<file path="config.mk">
export PLATFORM = sky130hd
export DESIGN_NAME = sys_unit_top
export DESIGN_NICKNAME = d
export VERILOG_FILES = /design/src/source/sys_pkg.sv /design/src/source/sys_decoder.sv /design/src/source/csr_file.sv /design/src/source/pc_sequencer.sv /design/src/source/sys_unit_top.sv
export SDC_FILE = /design/constraint.sdc
export NUM_CORES = 1
export LEC_CHECK = 0
export BUFFER_PORTS_ARGS = -buffer_cell sky130_fd_sc_hd__buf_2
export CAP_MARGIN = 10
export CORE_ASPECT_RATIO = 0.7
export CORE_MARGIN = 2
export CORE_UTILIZATION = 40
export DETAILED_ROUTE_END_ITERATION = 8
export PLACE_DENSITY_LB_ADDON = 0.2
export SETUP_SLACK_MARGIN = 0.05
export SKIP_CTS_REPAIR_TIMING = 1
export SYNTH_ARGS = -nofsm -noshare
export SYNTH_HDL_FRONTEND = slang
export SYNTH_HIERARCHICAL = 1
export SYNTH_SLANG_ARGS = --single-unit
</file>
<file path="constraint.sdc">
create_clock -name i_clk -period 6.5 [get_ports i_clk]
set_input_delay 0.975 -clock i_clk [delete_from_list [all_inputs] [get_ports i_clk]]
set_output_delay 0.975 -clock i_clk [all_outputs]
set_load 0.01 [all_outputs]
</file>
<file path="src/source/sys_pkg.sv">
// system unit shared definitions
package sys_pkg;

  // architectural widths
  localparam int XLEN   = 64;
  localparam int ILEN   = 32;
  localparam int CSR_AW = 12;

  typedef logic [XLEN-1:0]   xlen_t;
  typedef logic [CSR_AW-1:0] csr_addr_t;
  typedef logic [ILEN-1:0]   instr_t;

  // machine csr addresses
  localparam csr_addr_t CSR_MSTATUS = 12'h300;
  localparam csr_addr_t CSR_MTVEC   = 12'h305;
  localparam csr_addr_t CSR_MEPC    = 12'h341;
  localparam csr_addr_t CSR_MCAUSE  = 12'h342;

  localparam xlen_t MSTATUS_RESET = 64'ha00001800; // uxl/sxl = 64 bit, mpp = m
  localparam xlen_t RESET_PC      = 64'h80000000;
  localparam xlen_t CAUSE_ECALL_M = 64'd11;

  localparam logic [6:0] OPC_SYSTEM = 7'b1110011;

  // funct3 of the system opcode
  localparam logic [2:0] F3_PRIV   = 3'b000;
  localparam logic [2:0] F3_CSRRW  = 3'b001;
  localparam logic [2:0] F3_CSRRS  = 3'b010;
  localparam logic [2:0] F3_CSRRC  = 3'b011;
  localparam logic [2:0] F3_CSRRWI = 3'b101;
  localparam logic [2:0] F3_CSRRSI = 3'b110;
  localparam logic [2:0] F3_CSRRCI = 3'b111;

  // fixed privileged encodings
  localparam instr_t INSTR_ECALL = 32'h00000073;
  localparam instr_t INSTR_MRET  = 32'h30200073;

  typedef enum logic [2:0] {
    OP_NONE,
    OP_CSRRW,
    OP_CSRRS,
    OP_CSRRC,
    OP_ECALL,
    OP_MRET
  } csr_op_e;

endpackage

</file>
<file path="src/source/sys_decoder.sv">
// system instruction decoder
`timescale 1ns/1ns

module sys_decoder (
  input  sys_pkg::instr_t    i_instr,
  input  logic               i_instr_valid,
  input  sys_pkg::xlen_t     i_rs1_data,
  output sys_pkg::csr_op_e   o_op,
  output sys_pkg::csr_addr_t o_csr_addr,
  output sys_pkg::xlen_t     o_wdata,
  output logic               o_csr_wr,
  output logic               o_rd_we
);
  import sys_pkg::*;

  logic [6:0] opcode;
  logic [4:0] rd;
  logic [2:0] funct3;
  logic [4:0] rs1;
  logic       is_system;
  logic       is_csr;
  logic       use_imm;
  csr_op_e    op;

  assign opcode    = i_instr[6:0];
  assign rd        = i_instr[11:7];
  assign funct3    = i_instr[14:12];
  assign rs1       = i_instr[19:15];
  assign is_system = i_instr_valid && (opcode == OPC_SYSTEM);

  always_comb begin
    op      = OP_NONE;
    use_imm = 1'b0;
    if (is_system) begin
      case (funct3)
        F3_CSRRW:  op = OP_CSRRW;
        F3_CSRRS:  op = OP_CSRRS;
        F3_CSRRC:  op = OP_CSRRC;
        F3_CSRRWI: begin
          op      = OP_CSRRW;
          use_imm = 1'b1;
        end
        F3_CSRRSI: begin
          op      = OP_CSRRS;
          use_imm = 1'b1;
        end
        F3_CSRRCI: begin
          op      = OP_CSRRC;
          use_imm = 1'b1;
        end
        F3_PRIV: begin
          // whole word must match, other priv forms fall through
          if (i_instr == INSTR_ECALL) begin
            op = OP_ECALL;
          end else if (i_instr == INSTR_MRET) begin
            op = OP_MRET;
          end
        end
        default: ; // funct3 100 reserved
      endcase
    end
  end

  assign is_csr = (op == OP_CSRRW) || (op == OP_CSRRS) || (op == OP_CSRRC);

  assign o_op       = op;
  assign o_csr_addr = i_instr[31:20];

  // rs1 field doubles as uimm for i-forms
  assign o_wdata = use_imm ? {{(XLEN-5){1'b0}}, rs1} : i_rs1_data;

  // set/clear with x0 or zero uimm is a pure read
  assign o_csr_wr = is_csr && ((op == OP_CSRRW) || (rs1 != 5'd0));
  assign o_rd_we  = is_csr && (rd != 5'd0);

endmodule

</file>
<file path="src/source/csr_file.sv">
// machine mode csr file
`timescale 1ns/1ns

module csr_file (
  input  logic               i_clk,
  input  logic               i_arst_n,
  input  sys_pkg::csr_op_e   i_op,
  input  sys_pkg::csr_addr_t i_csr_addr,
  input  sys_pkg::xlen_t     i_wdata,
  input  logic               i_csr_wr,
  input  sys_pkg::xlen_t     i_epc,
  output sys_pkg::xlen_t     o_rdata,
  output logic               o_redirect,
  output sys_pkg::xlen_t     o_redirect_pc
);
  import sys_pkg::*;

  xlen_t mstatus;
  xlen_t mtvec;
  xlen_t mepc;
  xlen_t mcause;
  xlen_t rdata;
  xlen_t wdata_new;
  logic  is_csr;
  logic  csr_we;

  assign is_csr = (i_op == OP_CSRRW) || (i_op == OP_CSRRS) || (i_op == OP_CSRRC);
  assign csr_we = is_csr && i_csr_wr;

  // read mux, unknown address reads zero
  always_comb begin
    case (i_csr_addr)
      CSR_MSTATUS: rdata = mstatus;
      CSR_MTVEC:   rdata = mtvec;
      CSR_MEPC:    rdata = mepc;
      CSR_MCAUSE:  rdata = mcause;
      default:     rdata = '0;
    endcase
  end

  // old value goes to rd
  assign o_rdata = is_csr ? rdata : '0;

  // read-modify-write value
  always_comb begin
    case (i_op)
      OP_CSRRS: wdata_new = rdata | i_wdata;
      OP_CSRRC: wdata_new = rdata & ~i_wdata;
      default:  wdata_new = i_wdata;
    endcase
  end

  always_ff @(posedge i_clk or negedge i_arst_n) begin
    if (!i_arst_n) begin
      mstatus <= MSTATUS_RESET;
      mtvec   <= '0;
      mepc    <= '0;
      mcause  <= '0;
    end else if (i_op == OP_ECALL) begin
      mepc   <= i_epc; // pc of the ecall itself
      mcause <= CAUSE_ECALL_M;
    end else if (csr_we) begin
      case (i_csr_addr)
        CSR_MSTATUS: mstatus <= wdata_new;
        CSR_MTVEC:   mtvec   <= wdata_new;
        CSR_MEPC:    mepc    <= wdata_new;
        CSR_MCAUSE:  mcause  <= wdata_new;
        default: ; // unknown address, write dropped
      endcase
    end
  end

  // trap entry and return targets
  always_comb begin
    o_redirect    = 1'b0;
    o_redirect_pc = '0;
    case (i_op)
      OP_ECALL: begin
        o_redirect    = 1'b1;
        o_redirect_pc = {mtvec[XLEN-1:2], 2'b00}; // direct mode only
      end
      OP_MRET: begin
        o_redirect    = 1'b1;
        o_redirect_pc = {mepc[XLEN-1:2], 2'b00}; // ialign 32
      end
      default: ;
    endcase
  end

endmodule

</file>
<file path="src/source/pc_sequencer.sv">
// program counter sequencer
`timescale 1ns/1ns

module pc_sequencer (
  input  logic           i_clk,
  input  logic           i_arst_n,
  input  logic           i_step,
  input  logic           i_redirect,
  input  sys_pkg::xlen_t i_redirect_pc,
  output sys_pkg::xlen_t o_pc
);
  import sys_pkg::*;

  xlen_t pc_q;
  xlen_t pc_next;

  // trap/return target wins over sequential step
  assign pc_next = i_redirect ? i_redirect_pc : pc_q + xlen_t'(4);

  always_ff @(posedge i_clk or negedge i_arst_n) begin
    if (!i_arst_n) begin
      pc_q <= RESET_PC;
    end else if (i_step) begin
      pc_q <= pc_next;
    end
  end

  assign o_pc = pc_q;

endmodule

</file>
<file path="src/source/sys_unit_top.sv">
// system unit top level
`timescale 1ns/1ns

module sys_unit_top (
  input  logic            i_clk,
  input  logic            i_arst_n,
  input  sys_pkg::instr_t i_instr,
  input  logic            i_instr_valid,
  input  sys_pkg::xlen_t  i_rs1_data,
  output sys_pkg::xlen_t  o_rd_data,
  output logic            o_rd_we,
  output sys_pkg::xlen_t  o_pc,
  output logic            o_redirect
);
  import sys_pkg::*;

  csr_op_e   d_op;
  csr_addr_t d_csr_addr;
  xlen_t     d_wdata;
  logic      d_csr_wr;
  logic      redirect;
  xlen_t     redirect_pc;
  xlen_t     cur_pc;

  sys_decoder u_decoder (
    .i_instr       (i_instr),
    .i_instr_valid (i_instr_valid),
    .i_rs1_data    (i_rs1_data),
    .o_op          (d_op),
    .o_csr_addr    (d_csr_addr),
    .o_wdata       (d_wdata),
    .o_csr_wr      (d_csr_wr),
    .o_rd_we       (o_rd_we)
  );

  csr_file u_csr_file (
    .i_clk         (i_clk),
    .i_arst_n      (i_arst_n),
    .i_op          (d_op),
    .i_csr_addr    (d_csr_addr),
    .i_wdata       (d_wdata),
    .i_csr_wr      (d_csr_wr),
    .i_epc         (cur_pc),
    .o_rdata       (o_rd_data),
    .o_redirect    (redirect),
    .o_redirect_pc (redirect_pc)
  );

  pc_sequencer u_pc_sequencer (
    .i_clk         (i_clk),
    .i_arst_n      (i_arst_n),
    .i_step        (i_instr_valid),
    .i_redirect    (redirect),
    .i_redirect_pc (redirect_pc),
    .o_pc          (cur_pc)
  );

  assign o_pc       = cur_pc;
  assign o_redirect = redirect;

endmodule

</file>
======== Word level (Yosys, flattened, before mapping) ========
Cells that the tools add are included.
word-level totals
  register bits after elaboration ......... 320
  bits in latches ......................... 0
  memory bits (writable) .................. 0
  ROM bits ................................ 0
  input port bits ......................... 99
  logic and storage cells ................. 69
  memories kept ........................... 0
cells by class
  $add $sub $neg .......................... 1
  multipliers ............................. 0
  divide/modulo/power cells ............... 0
  order comparisons ....................... 0
  equality and inequality tests ........... 18
  shifts and indexed selects .............. 0
  muxes and demuxes ....................... 19
  bitwise operators ....................... 4
  reduce and logical (&&, ||, !) cells .... 22
operator list
  cell                     count
  $mux W64                 9
  $pmux W64 S2             2
  $pmux W64 S4             1
  $add A64 B3 Y64 const B  1
  $and A64 B64 Y64         1
  $not A64 Y64             1
  $or A64 B64 Y64          1
  $eq A12 B10 Y1 const B   4
  $eq A32 B30 Y1 const B   1
  $eq A32 B7 Y1 const B    1
  $eq A3 B3 Y1 const B     5
  $eq A3 B2 Y1 const B     4
  $pmux W3 S4              1
  $reduce_bool A5 Y1       2
  $mux W3                  3
  $reduce_or A2 Y1         4
  $eq A7 B7 Y1 const B     1
  $eq A3 B1 Y1 const B     2
  $reduce_and A3 Y1        2
  $reduce_bool A2 Y1       3
  $logic_and A1 B1 Y1      4
  $reduce_and A2 Y1        2
  $logic_not A3 Y1         1
  $logic_or A1 B1 Y1       3
  other kinds (3)          5

======== Depth between registers and ports, before layout ========
Gate-level depths: netlist of the first run.
  depth in word-level cells ............... 12
  depth in mapped cells ................... 13
  depth with buffers taken out ............ 10

======== By module ========
The synthesis of the first run kept the hierarchy.
modules (own cells, without submodules)
  module        times used  cells an instance  area an instance (um^2)  seq. area each (um^2)
  csr_file      1           1,597              14,176.1                 6,411.1
  pc_sequencer  1           534                4,280.4                  1,602.8
  sys_decoder   1           111                723.2                    0.0

======== Worst setup path before layout of the first run ========
OpenSTA, ideal clock, no wires.
  path type ............................... in2out
  start point ............................. in i_instr[9]
  end point ............................... out o_rd_data[10]
  arrival ................................. 3.343 ns
  slack ................................... 2.182 ns
  stages on the path ...................... 8
  cells stage by stage .................... or4_4 -> or4_4 -> or4_4 -> a21oi_1 -> o21bai_1 -> clkbuf_1 -> clkbuf_1 -> a21oi_1
on the way
  cells in the longest elaborated chain, start to end .. 9
  elaborated cells between the ends (all ways) .. 12
  classes of those cells .................. 5 x eq/ne; 5 x mux; 2 x reduce/logical
RTL lines
  item                                                 RTL line            RTL
  start: declaration                                   sys_unit_top.sv:7   input sys_pkg::instr_t i_instr,
  $eq A32 B30 Y1                                       sys_decoder.sv:55   end else if (i_instr == INSTR_MRET) begin
  $mux W3                                              sys_decoder.sv:55
  $mux W3 *                                            sys_decoder.sv:53   if (i_instr == INSTR_ECALL) begin
  $pmux W3 S4 *                                        sys_decoder.sv:35   case (funct3)
  $mux W3 *                                            sys_decoder.sv:34   if (is_system) begin
  net d_op[0]                                          sys_unit_top.sv:17  csr_op_e d_op;
  $eq A3 B1 Y1 / $eq A3 B2 Y1 (equally long branches)  csr_file.sv:27      assign is_csr = (i_op == OP_CSRRW) || (i_op == OP_CSRRS) || (i_op == OP_CSRRC);
  $logic_or A1 B1 Y1                                   csr_file.sv:27
  $logic_or A1 B1 Y1 *                                 csr_file.sv:27
  $mux W64 *                                           csr_file.sv:42      assign o_rdata = is_csr ? rdata : '0;
  end: declaration                                     sys_unit_top.sv:10  output sys_pkg::xlen_t o_rd_data,
The timed path passes the listed nets; every way through them passes the cells marked *.

======== Worst setup path in the final report of the first run ========
  start point ............................. in i_instr[9]
  end point ............................... out o_rd_data[27]
Same word-level chain as after synthesis.

==> impl_metrics.toml, run 1 <==
[run_status]
status = "completed"

[global_routing]
grt_overflow_total = 0
grt_pass1_vias = 17600
track_usage_pct = 26.5
grt_pass1_wl_um = 104000
grt_max_degree = 133
antenna_found_initial = 1

[worst_setup_path]
crit_start = "i_instr[9]"
end_kind = "output pin"
arrival_ps = 4080
worst-path-max-fanout = 60
critPathLaunchType = "input pin"
r2r-start = "u_pc_sequencer/o_pc[3]$_DFFE_PN0P_"
worstSetupEndpoint = "o_rd_data[27]"
critPathRequiredTime_ps = 5520
worst-setup-path-type = "input pin to output pin"
r2r_slack_ps = 3360
r2r-end = "u_pc_sequencer/o_pc[56]$_DFFE_PN0P_"
ff2ff_path_depth = 7

[clocking]
clockBufferDepth = 3
clkTransAtPathRegs_ps = 60
cts_htree_levels = 2
worstSkewPairLatency_ps = 530
clock_sinks = 320
cts_tree = "yes"
cts_buffers = 36
root_buffer = "clkbuf_16"

[drt]
ant_nets = 0
wl_per_cell_um = 22.6
post_drt_via_cell_ratio = 6.10
drc = 0
firstDrtPassIters = 6
vias = 18200
drtIter0Drc = 1674
met1_length_um = 31000
dr_wl_met2_um = 29500
top_layer_used = "met4"
routed_wl_um = 67600
wl_met3_um = 5470

[synthesis]
synthCells = 2242
synth-seq-cells = 320
netlist_area_mm2 = 0.0192
synth_xor_area_share_pct = 0
synth_async_sr_flop_share_pct = 100
synthTopCellsByArea = "dfrtp_1 (41%), o21ai_1 (4.6%), a21oi_1 (4.5%)"
synth_edf_count = 0
synth-compound-area-share_pct = 27.8
yosysUniqueCellTypes = 76
yosys.area.top_type = "dfrtp_1"
yosys_warnings = 6
synthAdderAreaFrac_pct = 0.0652
synthMuxAreaShare_pct = 3.95
synth_top_family_by_area = "compound AO/OA/AOI/OAI gates"
syn_avg_cell_area_um2 = 8.55
ys.flop_type = "dfrtp_1"
yosys.area_share.simple_pct = 20.2
yosysSeqAreaShare_pct = 41.8
synth.top_cell.area_share_pct = 41.1

[place]
io_buffers = 228
dp_hpwl_um = 43600
dpl.cell_count = 2928
place.gp.congestion = 0.881

[layout]
fin_cells = 2990
fin_nets = 2445
multi_input_area_mm2 = 0.0101
synthToLayoutAreaGrowth_pct = 14.3
drive_above_1_share_pct = 17.7
nFillCells = 4626
regArea_mm2 = 0.00801
num_antenna_cells = 0

[worst_hold_path]
hold_path_class = "flip-flop to flip-flop"

[power]
p_int_mw = 3.51
ir_worst_vdd_v = 0.000136
comb_power_share_pct = 8.1
p_seq_share_pct = 45.0
switchingPower_mw = 1.17
p_clk_share_pct = 47.0
p_leak_nw = 8.95
pwr_density_cell_mw_per_mm2 = 213
swShare_pct = 24.9

[timing]
period_needed_ps = 5060
setup_tns_ps = 0
slew_violations = 0
worstMarginPinSlew_ps = 1060
slew-limit-headroom_pct = 28.7
finalHoldViolations = 0
clock.fmax_ghz = 0.198
setup_violations = 0
fin_skew_ps = 18.8
rsz0062_at_grt = "false"
finalCritPeriodShare_pct = 77.8

[floorplan]
dieWidth_um = 266
rows = 67
io_pins = 229
die_h_um = 187
core_area_mm2 = 0.0476
dieArea_mm2 = 0.0497
start_util_pct = 40.3

[flow_run]
maxCapViolations = 0
==> sequential cells by signal (all words and copies together) (netlist names) <==
signal / count
u_csr_file/mepc: 64
u_pc_sequencer/o_pc: 64
u_csr_file/mstatus: 64
u_csr_file/mcause: 64
u_csr_file/mtvec: 64
==> final cells by class <==
| class | instances | area share, % |
|---|---|---|
| Timing Repair Buffer | 264 | 6.71 |
| Clock inverter | 10 | 0.799 |
| Inverter | 81 | 1.39 |
| Sequential cell | 320 | 36.6 |
| Clock buffer | 52 | 4.94 |
| Tap cell | 621 | 3.54 |
| Multi-Input combinational cell | 1642 | 46.1 |
==> cells by family (layout without fill, tap and decap cells) <==
family | Yosys count | count (layout)
other | 1 | 2
and+or+nand+nor | 755 | 755
adders and majority gates | 1 | 1
muxes | 75 | 75
DFF | 320 | 320
AOI/OAI and AO/OA | 809 | 809
buffers and inverters | 281 | 407
==> through the flow <==
stage	setup WS (ps)	utilization [%]	hold slack [ps]	total power [mW]	instance area (um^2)
finish	1440	46.0	463	4.67	21900
global route	1310	46.0	476	4.84	21900
detailed placement	1440	43.4	456	2.51	20700
CTS	1460	46.0	464	4.70	21900
global placement	1500	43.4	452	2.50	20700
floorplan	2180	-	445	2.32	19200
==> power groups by stage <==
stage               Sequential (mW)  Combinational, mW  Clock, mW
CTS                            2.10              0.376       2.22
global placement               2.13              0.368          0
floorplan                      2.13              0.196          0
global route                   2.11              0.414       2.32
finish                         2.10              0.377       2.19
detailed placement             2.14              0.374          0
==> layer usage <==
metal	GRT usage, %	up-vias
met5	0	-
met2	39.8	724
met3	5.31	106
li1	-	8388
met1	38.5	9028
met4	7.74	0
==> layout by cell type, fill, tap and decap left out, types with 32 or more instances in the layout <==
cell type,instances
inv_1,79
and2_1,120
a22o_1,65
o21ai_1,177
a21oi_1,172
buf_2,227
mux2i_1,70
a31oi_1,65
o21ai_0,52
o31a_1,66
clkbuf_16,37
nand3_1,107
nand2_1,188
a22oi_1,115
buf_4,32
nor2_1,179
dfrtp_1,315
==> worst min path at each step <==
| stage | cells after the start | to | slack, ps | startpoint |
|---|---|---|---|---|
| after global routing | 2 | u_csr_file/mstatus[11]$_DFFE_PN1P_ | 480 | u_csr_file/mstatus[11]$_DFFE_PN1P_ |
| after detailed placement | 2 | u_csr_file/mstatus[35]$_DFFE_PN1P_ | 460 | u_csr_file/mstatus[35]$_DFFE_PN1P_ |
| after CTS | 2 | u_csr_file/mstatus[35]$_DFFE_PN1P_ | 460 | u_csr_file/mstatus[35]$_DFFE_PN1P_ |
| after global placement | 2 | u_csr_file/mstatus[11]$_DFFE_PN1P_ | 450 | u_csr_file/mstatus[11]$_DFFE_PN1P_ |
| final | 2 | u_csr_file/mstatus[11]$_DFFE_PN1P_ | 460 | u_csr_file/mstatus[11]$_DFFE_PN1P_ |
| after floorplan | 2 | u_csr_file/mstatus[35]$_DFFE_PN1P_ | 440 | u_csr_file/mstatus[35]$_DFFE_PN1P_ |
==> synth_stat cells (9+ instances only) <==
library cell	instances
dfrtp_1	315
o21ai_0	52
a31oi_1	66
o31a_1	66
nor2_1	181
or3_1	9
nand3_1	109
clkbuf_1	124
and3_1	13
nor3_1	25
a21oi_2	10
mux2i_1	70
buf_4	14
a22oi_2	23
buf_1	29
o21ai_1	177
o22ai_1	12
nand4_1	24
nor4_1	18
a21oi_1	173
and2_1	121
inv_1	81
a22oi_1	115
buf_2	27
a22o_1	65
nand2_1	189
==> worst max-delay path: stages <==
cell	delay [ps]
buf_2	90
or4_4	520
or4_4	500
nor4_1	670
o21bai_4	320
buf_4	660
a21oi_1	100
buf_2	180
(Power assumes the default switching activity.)
==> inputs of run 2 (changes only) <==
==> constraint.sdc (replaced) <==
create_clock -name i_clk -period 4.4 [get_ports i_clk]
set_input_delay 0.66 -clock i_clk [delete_from_list [all_inputs] [get_ports i_clk]]
set_output_delay 0.66 -clock i_clk [all_outputs]
set_load 0.01 [all_outputs]
==> run 2 against run 1 <==
  * Largest power group is now sequential cells
  * Die area is the same
  * Utilization grew 0.40 points
  * Final cell count grew 0.74%
  * Routed wire length grew 1.4%
  * Critical path type unchanged
==> impl_metrics.toml, run 2 (same netlist as run 1, synthesis figures left out) <==
[global_routing]
grt_pass1_vias = 17600
grt_overflow_total = 0
antenna_found_initial = 0
track_usage_pct = 26.9
grt_pass1_wl_um = 106000
grt_max_degree = 101

[worst_setup_path]
end_kind = "output pin"
critPathLaunchType = "input pin"
ff2ff_path_depth = 6
critPathRequiredTime_ps = 3740
worst-setup-path-type = "input pin to output pin"
worst-path-max-fanout = 15
arrival_ps = 3560
r2r_slack_ps = 1390

[layout]
layout_commonest_cell = "dfrtp_1"
mostFrequentLayoutCells = "dfrtp_1 (315), buf_2 (227), nand2_1 (188), nor2_1 (179), o21ai_1 (177)"
fin_nets = 2468
num_antenna_cells = 0
nFillCells = 4572
drive_above_1_share_pct = 18.3
synthToLayoutAreaGrowth_pct = 15.3
final_util_pct = 46.4

[clocking]
cts_htree_levels = 2
cts_tree = "yes"
clock_sinks = 320
worstSkewPairLatency_ps = 530
clkTransAtPathRegs_ps = 60
clockBufferDepth = 3
cts_buffers = 35
root_buffer = "clkbuf_16"

[place]
io_buffers = 228
dp_hpwl_um = 46200
place.gp.congestion = 0.887

[worst_hold_path]
hold_path_class = "input pin to asynchronous set/reset pin"

[timing]
finalCritPeriodShare_pct = 95.9
worstMarginPinSlew_ps = 1200
fin_skew_ps = 13.8
finalHoldViolations = 0
period_needed_ps = 4220
setup_violations = 0
rsz0062_at_grt = "false"
slew_violations = 0
setup_tns_ps = 0
slew-limit-headroom_pct = 19.4
clock.fmax_ghz = 0.237

[drt]
drtIter0Drc = 1667
ant_nets = 0
routed_wl_um = 68500
firstDrtPassIters = 8
wl_per_cell_um = 22.8
post_drt_via_cell_ratio = 6.12
vias = 18400
drc = 0

[power]
pwr_density_cell_mw_per_mm2 = 301
power.total_mw = 6.65
p_leak_nw = 9.02
ir_worst_vdd_v = 0.000210

[floorplan]
die_h_um = 187
dieArea_mm2 = 0.0497
rows = 67
core_area_mm2 = 0.0476
dieWidth_um = 266
start_util_pct = 40.3
io_pins = 229

[flow_run]
maxCapViolations = 0

[run_status]
status = "completed"
## run 2: layout make-up
type                    instances  area, um^2  area share, %
clock buffers                  49         978           4.42
repair buffers                288        1800           8.15
clock inverters                11         144          0.651
well taps                     621         777           3.51
flip-flops and latches        320        8010           36.2
inverters                      81         304           1.37
multi-input cells            1642       10100           45.6
## run 2: final timing paths
kind                                                        to                                 from
max                                              o_rd_data[50]                           i_instr[9]
min                         u_csr_file/mstatus[16]$_DFFE_PN0P_                             i_arst_n
max reg2reg                u_pc_sequencer/o_pc[57]$_DFFE_PN0P_  u_pc_sequencer/o_pc[24]$_DFFE_PN0P_
max in group asynchronous    u_csr_file/mstatus[0]$_DFFE_PN0P_                             i_arst_n
min in group i_clk          u_csr_file/mstatus[35]$_DFFE_PN1P_   u_csr_file/mstatus[35]$_DFFE_PN1P_
min reg2reg                 u_csr_file/mstatus[35]$_DFFE_PN1P_   u_csr_file/mstatus[35]$_DFFE_PN1P_
## run 2: routing by layer
| layer | global-route usage [%] | wire (um) |
|---|---|---|
| met5 | 0 | 0 |
| met4 | 7.26 | 1730 |
| met3 | 3.92 | 4930 |
| met2 | 41.0 | 30200 |
| met1 | 39.9 | 31700 |
## run 2: where the power goes
part | internal, mW | switching (mW) | total, mW | leakage [nW]
sequential | 2.99 | 0.112 | 3.10 | 4.33
combinational | 0.204 | 0.368 | 0.572 | 4.15
clock | 1.73 | 1.24 | 2.97 | 0.537
## run 2: through the flow
| stage | instances | worst slack, ps | instance area [um^2] | hold slack [ps] |
|---|---|---|---|---|
| after floorplan | 2243 | 444 | 19200 | 364 |
| after global placement | 2952 | 223 | 21000 | 451 |
| after detailed placement | 2952 | 209 | 21000 | 457 |
| after CTS | 3012 | 207 | 22100 | 230 |
| after global routing | 3012 | 122 | 22100 | 262 |
| final | 3012 | 180 | 22100 | 161 |
## run 2: critical path, cell delays in order
cell and delay [ps]:
buf_2 90, or4_4 520, or4_4 490, or4_4 470, a21oi_4 270, o21bai_4 240
buf_4 270, a21oi_1 340, buf_2 210
==> inputs of run 3 (changes only) <==
--- a/config.mk
+++ b/config.mk
@@ -16,5 +16,4 @@
 export SKIP_CTS_REPAIR_TIMING = 1
 export SYNTH_ARGS = -nofsm -noshare
 export SYNTH_HDL_FRONTEND = slang
-export SYNTH_HIERARCHICAL = 1
 export SYNTH_SLANG_ARGS = --single-unit
==> run 3 against run 2 <==
  * Clock power barely moved
  * Global-route usage up 2.0 points
  * Routed wire length is 0.24% higher
  * Clock-buffer cell count increased by 9
  * Critical path depth fell by 2
  * Clock skew rose by 6.4 ps
  * Final cell count down 3.0%
  * Critical endpoint is now o_redirect
==> impl_metrics.toml, run 3 <==
[run_status]
status = "completed"

[synthesis]
synth_edf_count = 0
yosysUniqueCellTypes = 68
synth.top_cell.area_share_pct = 43.2
synth_xor_area_share_pct = 0.145
synthMuxAreaShare_pct = 5.80
yosys_warnings = 0
syn_avg_cell_area_um2 = 8.49
yosys.area.top_type = "dfrtp_1"
ys.flop_type = "dfrtp_1"
ys_top_cells_by_count = "nand2_1 (326), dfrtp_1 (313), o21ai_0 (277)"
synthCells = 2137
synth_top_family_by_area = "compound AO/OA/AOI/OAI gates"
synth_most_common_cell = "nand2_1"
synth-seq-cells = 318
synth-compound-area-share_pct = 23.0
synth_async_sr_flop_share_pct = 100
yosysSeqAreaShare_pct = 43.9
synthTopCellsByArea = "dfrtp_1 (43%), o21ai_0 (7.6%), nand2_1 (6.7%)"
synthAdderAreaFrac_pct = 0.0690
netlist_area_mm2 = 0.0181
yosys.area_share.simple_pct = 21.3

[global_routing]
track_usage_pct = 28.9
grt_overflow_total = 0
grt_pass1_vias = 17100
antenna_found_initial = 4
grt_max_degree = 104
grt_pass1_wl_um = 105000

[power]
p_int_mw = 4.79
comb_power_share_pct = 7.0
pwr_density_cell_mw_per_mm2 = 303
p_leak_nw = 9.38
p_clk_share_pct = 45.9
swShare_pct = 25.4
switchingPower_mw = 1.63
ir_worst_vdd_v = 0.000182
p_seq_share_pct = 47.1

[clocking]
cts_buffers = 35
cts_htree_levels = 2
root_buffer = "clkbuf_16"
cts_tree = "yes"
worstSkewPairLatency_ps = 540
clock_sinks = 318
clkTransAtPathRegs_ps = 60
clockBufferDepth = 3

[layout]
drive_above_1_share_pct = 18.7
synthToLayoutAreaGrowth_pct = 16.8
layout_commonest_cell = "nand2_1"
multi_input_area_mm2 = 0.00921
mostFrequentLayoutCells = "nand2_1 (324), dfrtp_1 (313), o21ai_0 (277), buf_2 (225), nor2_1 (102)"
fin_cells = 2922
fin_nets = 2390
final_util_pct = 47.2
regArea_mm2 = 0.00796
nFillCells = 4401

[timing]
finalCritPeriodShare_pct = 89.6
slew-limit-headroom_pct = 22.9
hold_ws_ps = 156
period_needed_ps = 3940
setup_violations = 0
rsz0062_at_grt = "false"
timing.final.ws_setup_ps = 459
worstMarginPinSlew_ps = 1150
setup_tns_ps = 0
clock.fmax_ghz = 0.254
fin_skew_ps = 20.2
finalHoldViolations = 0
slew_violations = 0

[drt]
drtIter0Drc = 1517
wl_per_cell_um = 23.5
ant_nets = 0
routed_wl_um = 68700
post_drt_via_cell_ratio = 6.01
drc = 0
vias = 17600
firstDrtPassIters = 7

[place]
pre_cts_ws_ps = 525
io_buffers = 226
dp_hpwl_um = 45100
dpl.cell_count = 2856
place.gp.congestion = 0.889

[floorplan]
io_pins = 229
rows = 65
dieArea_mm2 = 0.0471
start_util_pct = 40.4
core_area_mm2 = 0.0449
die_h_um = 182
dieWidth_um = 259

[worst_setup_path]
cp_slowest_cell = "or4_1"
worst-setup-path-type = "input pin to output pin"
end_kind = "output pin"
arrival_ps = 3280
worst-path-max-fanout = 16
critPathLaunchType = "input pin"
timing.critical_path.mode_cell = "buf_2"
path_cells = "buf_2 -> or4_1 -> nor4_2 -> nand4_1 -> buf_4 -> inv_2 -> buf_2"
critPathRequiredTime_ps = 3740
cpPeakStageDelay_ps = 860

[worst_hold_path]
hold_path_class = "input pin to asynchronous set/reset pin"

[flow_run]
maxCapViolations = 0
-- run 3: changes by cell type after synthesis, sizes merged, moves of 55 or more --
| cell | previous run | this run |
|---|---|---|
| nand2 | 190 | 326 |
| a221o | 2 | 57 |
| nor2b | 7 | 64 |
| nor2 | 182 | 107 |
| a22oi | 138 | 69 |
| mux2 | 5 | 73 |
| a22o | 65 | 4 |
| o21ai | 229 | 329 |
| and2 | 121 | 6 |
| o31a | 66 | 0 |
| a21oi | 183 | 94 |
-- run 3: layout make-up --
cell class | count | area share [%]
Antenna cell | 3 | 0.0354
Inverter | 69 | 1.22
Tap cell | 603 | 3.56
Sequential cell | 318 | 37.6
Clock inverter | 5 | 0.189
Multi-Input combinational cell | 1568 | 43.5
Clock buffer | 58 | 5.11
Timing Repair Buffer | 298 | 8.82
-- run 3: metal layers --
layer	part of all wire [%]	GRT usage [%]	vias up
li1	-	-	8033
met1	44	40.1	8633
met2	44	44.1	756
met3	8.3	6.22	129
met4	3.7	11.6	0
met5	0	0	-
-- run 3: critical path: cells and delay by family --
family,cells,cell delay (ps)
buffers and inverters,4,920
and+or+nand+nor,3,1690
-- run 3: power groups by stage --
stage | clock network [mW] | registers, mW | logic [mW]
3_3_place_gp | 0 | 3.07 | 0.440
2_1_floorplan | 0 | 3.06 | 0.199
4_1_cts | 2.97 | 3.02 | 0.449
5_1_grt | 3.10 | 3.03 | 0.493
6_report | 2.94 | 3.02 | 0.450
3_5_place_dp | 0 | 3.07 | 0.447
-- run 3: cell families after synthesis --
kind of cell,Yosys count
AO/OA/AOI/OAI,671
XOR/XNOR,3
adder cells (fa/ha/maj),1
buffers and inverters,252
flip-flops,318
multiplexers,96
other,1
AND/OR/NAND/NOR,795
-- run 3: stage by stage --
stage,power [mW],instance area (um^2)
2_1_floorplan,3.26,18100
3_3_place_gp,3.51,20100
3_5_place_dp,3.52,20100
4_1_cts,6.44,21200
5_1_grt,6.62,21200
6_report,6.42,21200
-- run 3: worst paths after layout --
check | cells past startpoint | slack [ps] | end | start
worst min-delay path | 1 | 160 | u_csr_file.mstatus[57]$_DFFE_PN0P_ | i_arst_n
worst min register to register | 2 | 470 | u_csr_file.mstatus[28]$_DFFE_PN0P_ | u_csr_file.mstatus[28]$_DFFE_PN0P_
min in group i_clk | 2 | 470 | u_csr_file.mstatus[28]$_DFFE_PN0P_ | u_csr_file.mstatus[28]$_DFFE_PN0P_
max in group asynchronous | 2 | 3100 | u_pc_sequencer.o_pc[33]$_DFFE_PN0P_ | i_arst_n
worst max register to register | 9 | 1340 | u_pc_sequencer.o_pc[52]$_DFFE_PN0P_ | u_pc_sequencer.o_pc[2]$_DFFE_PN0P_
worst max-delay path | 7 | 460 | o_redirect | i_instr[25]
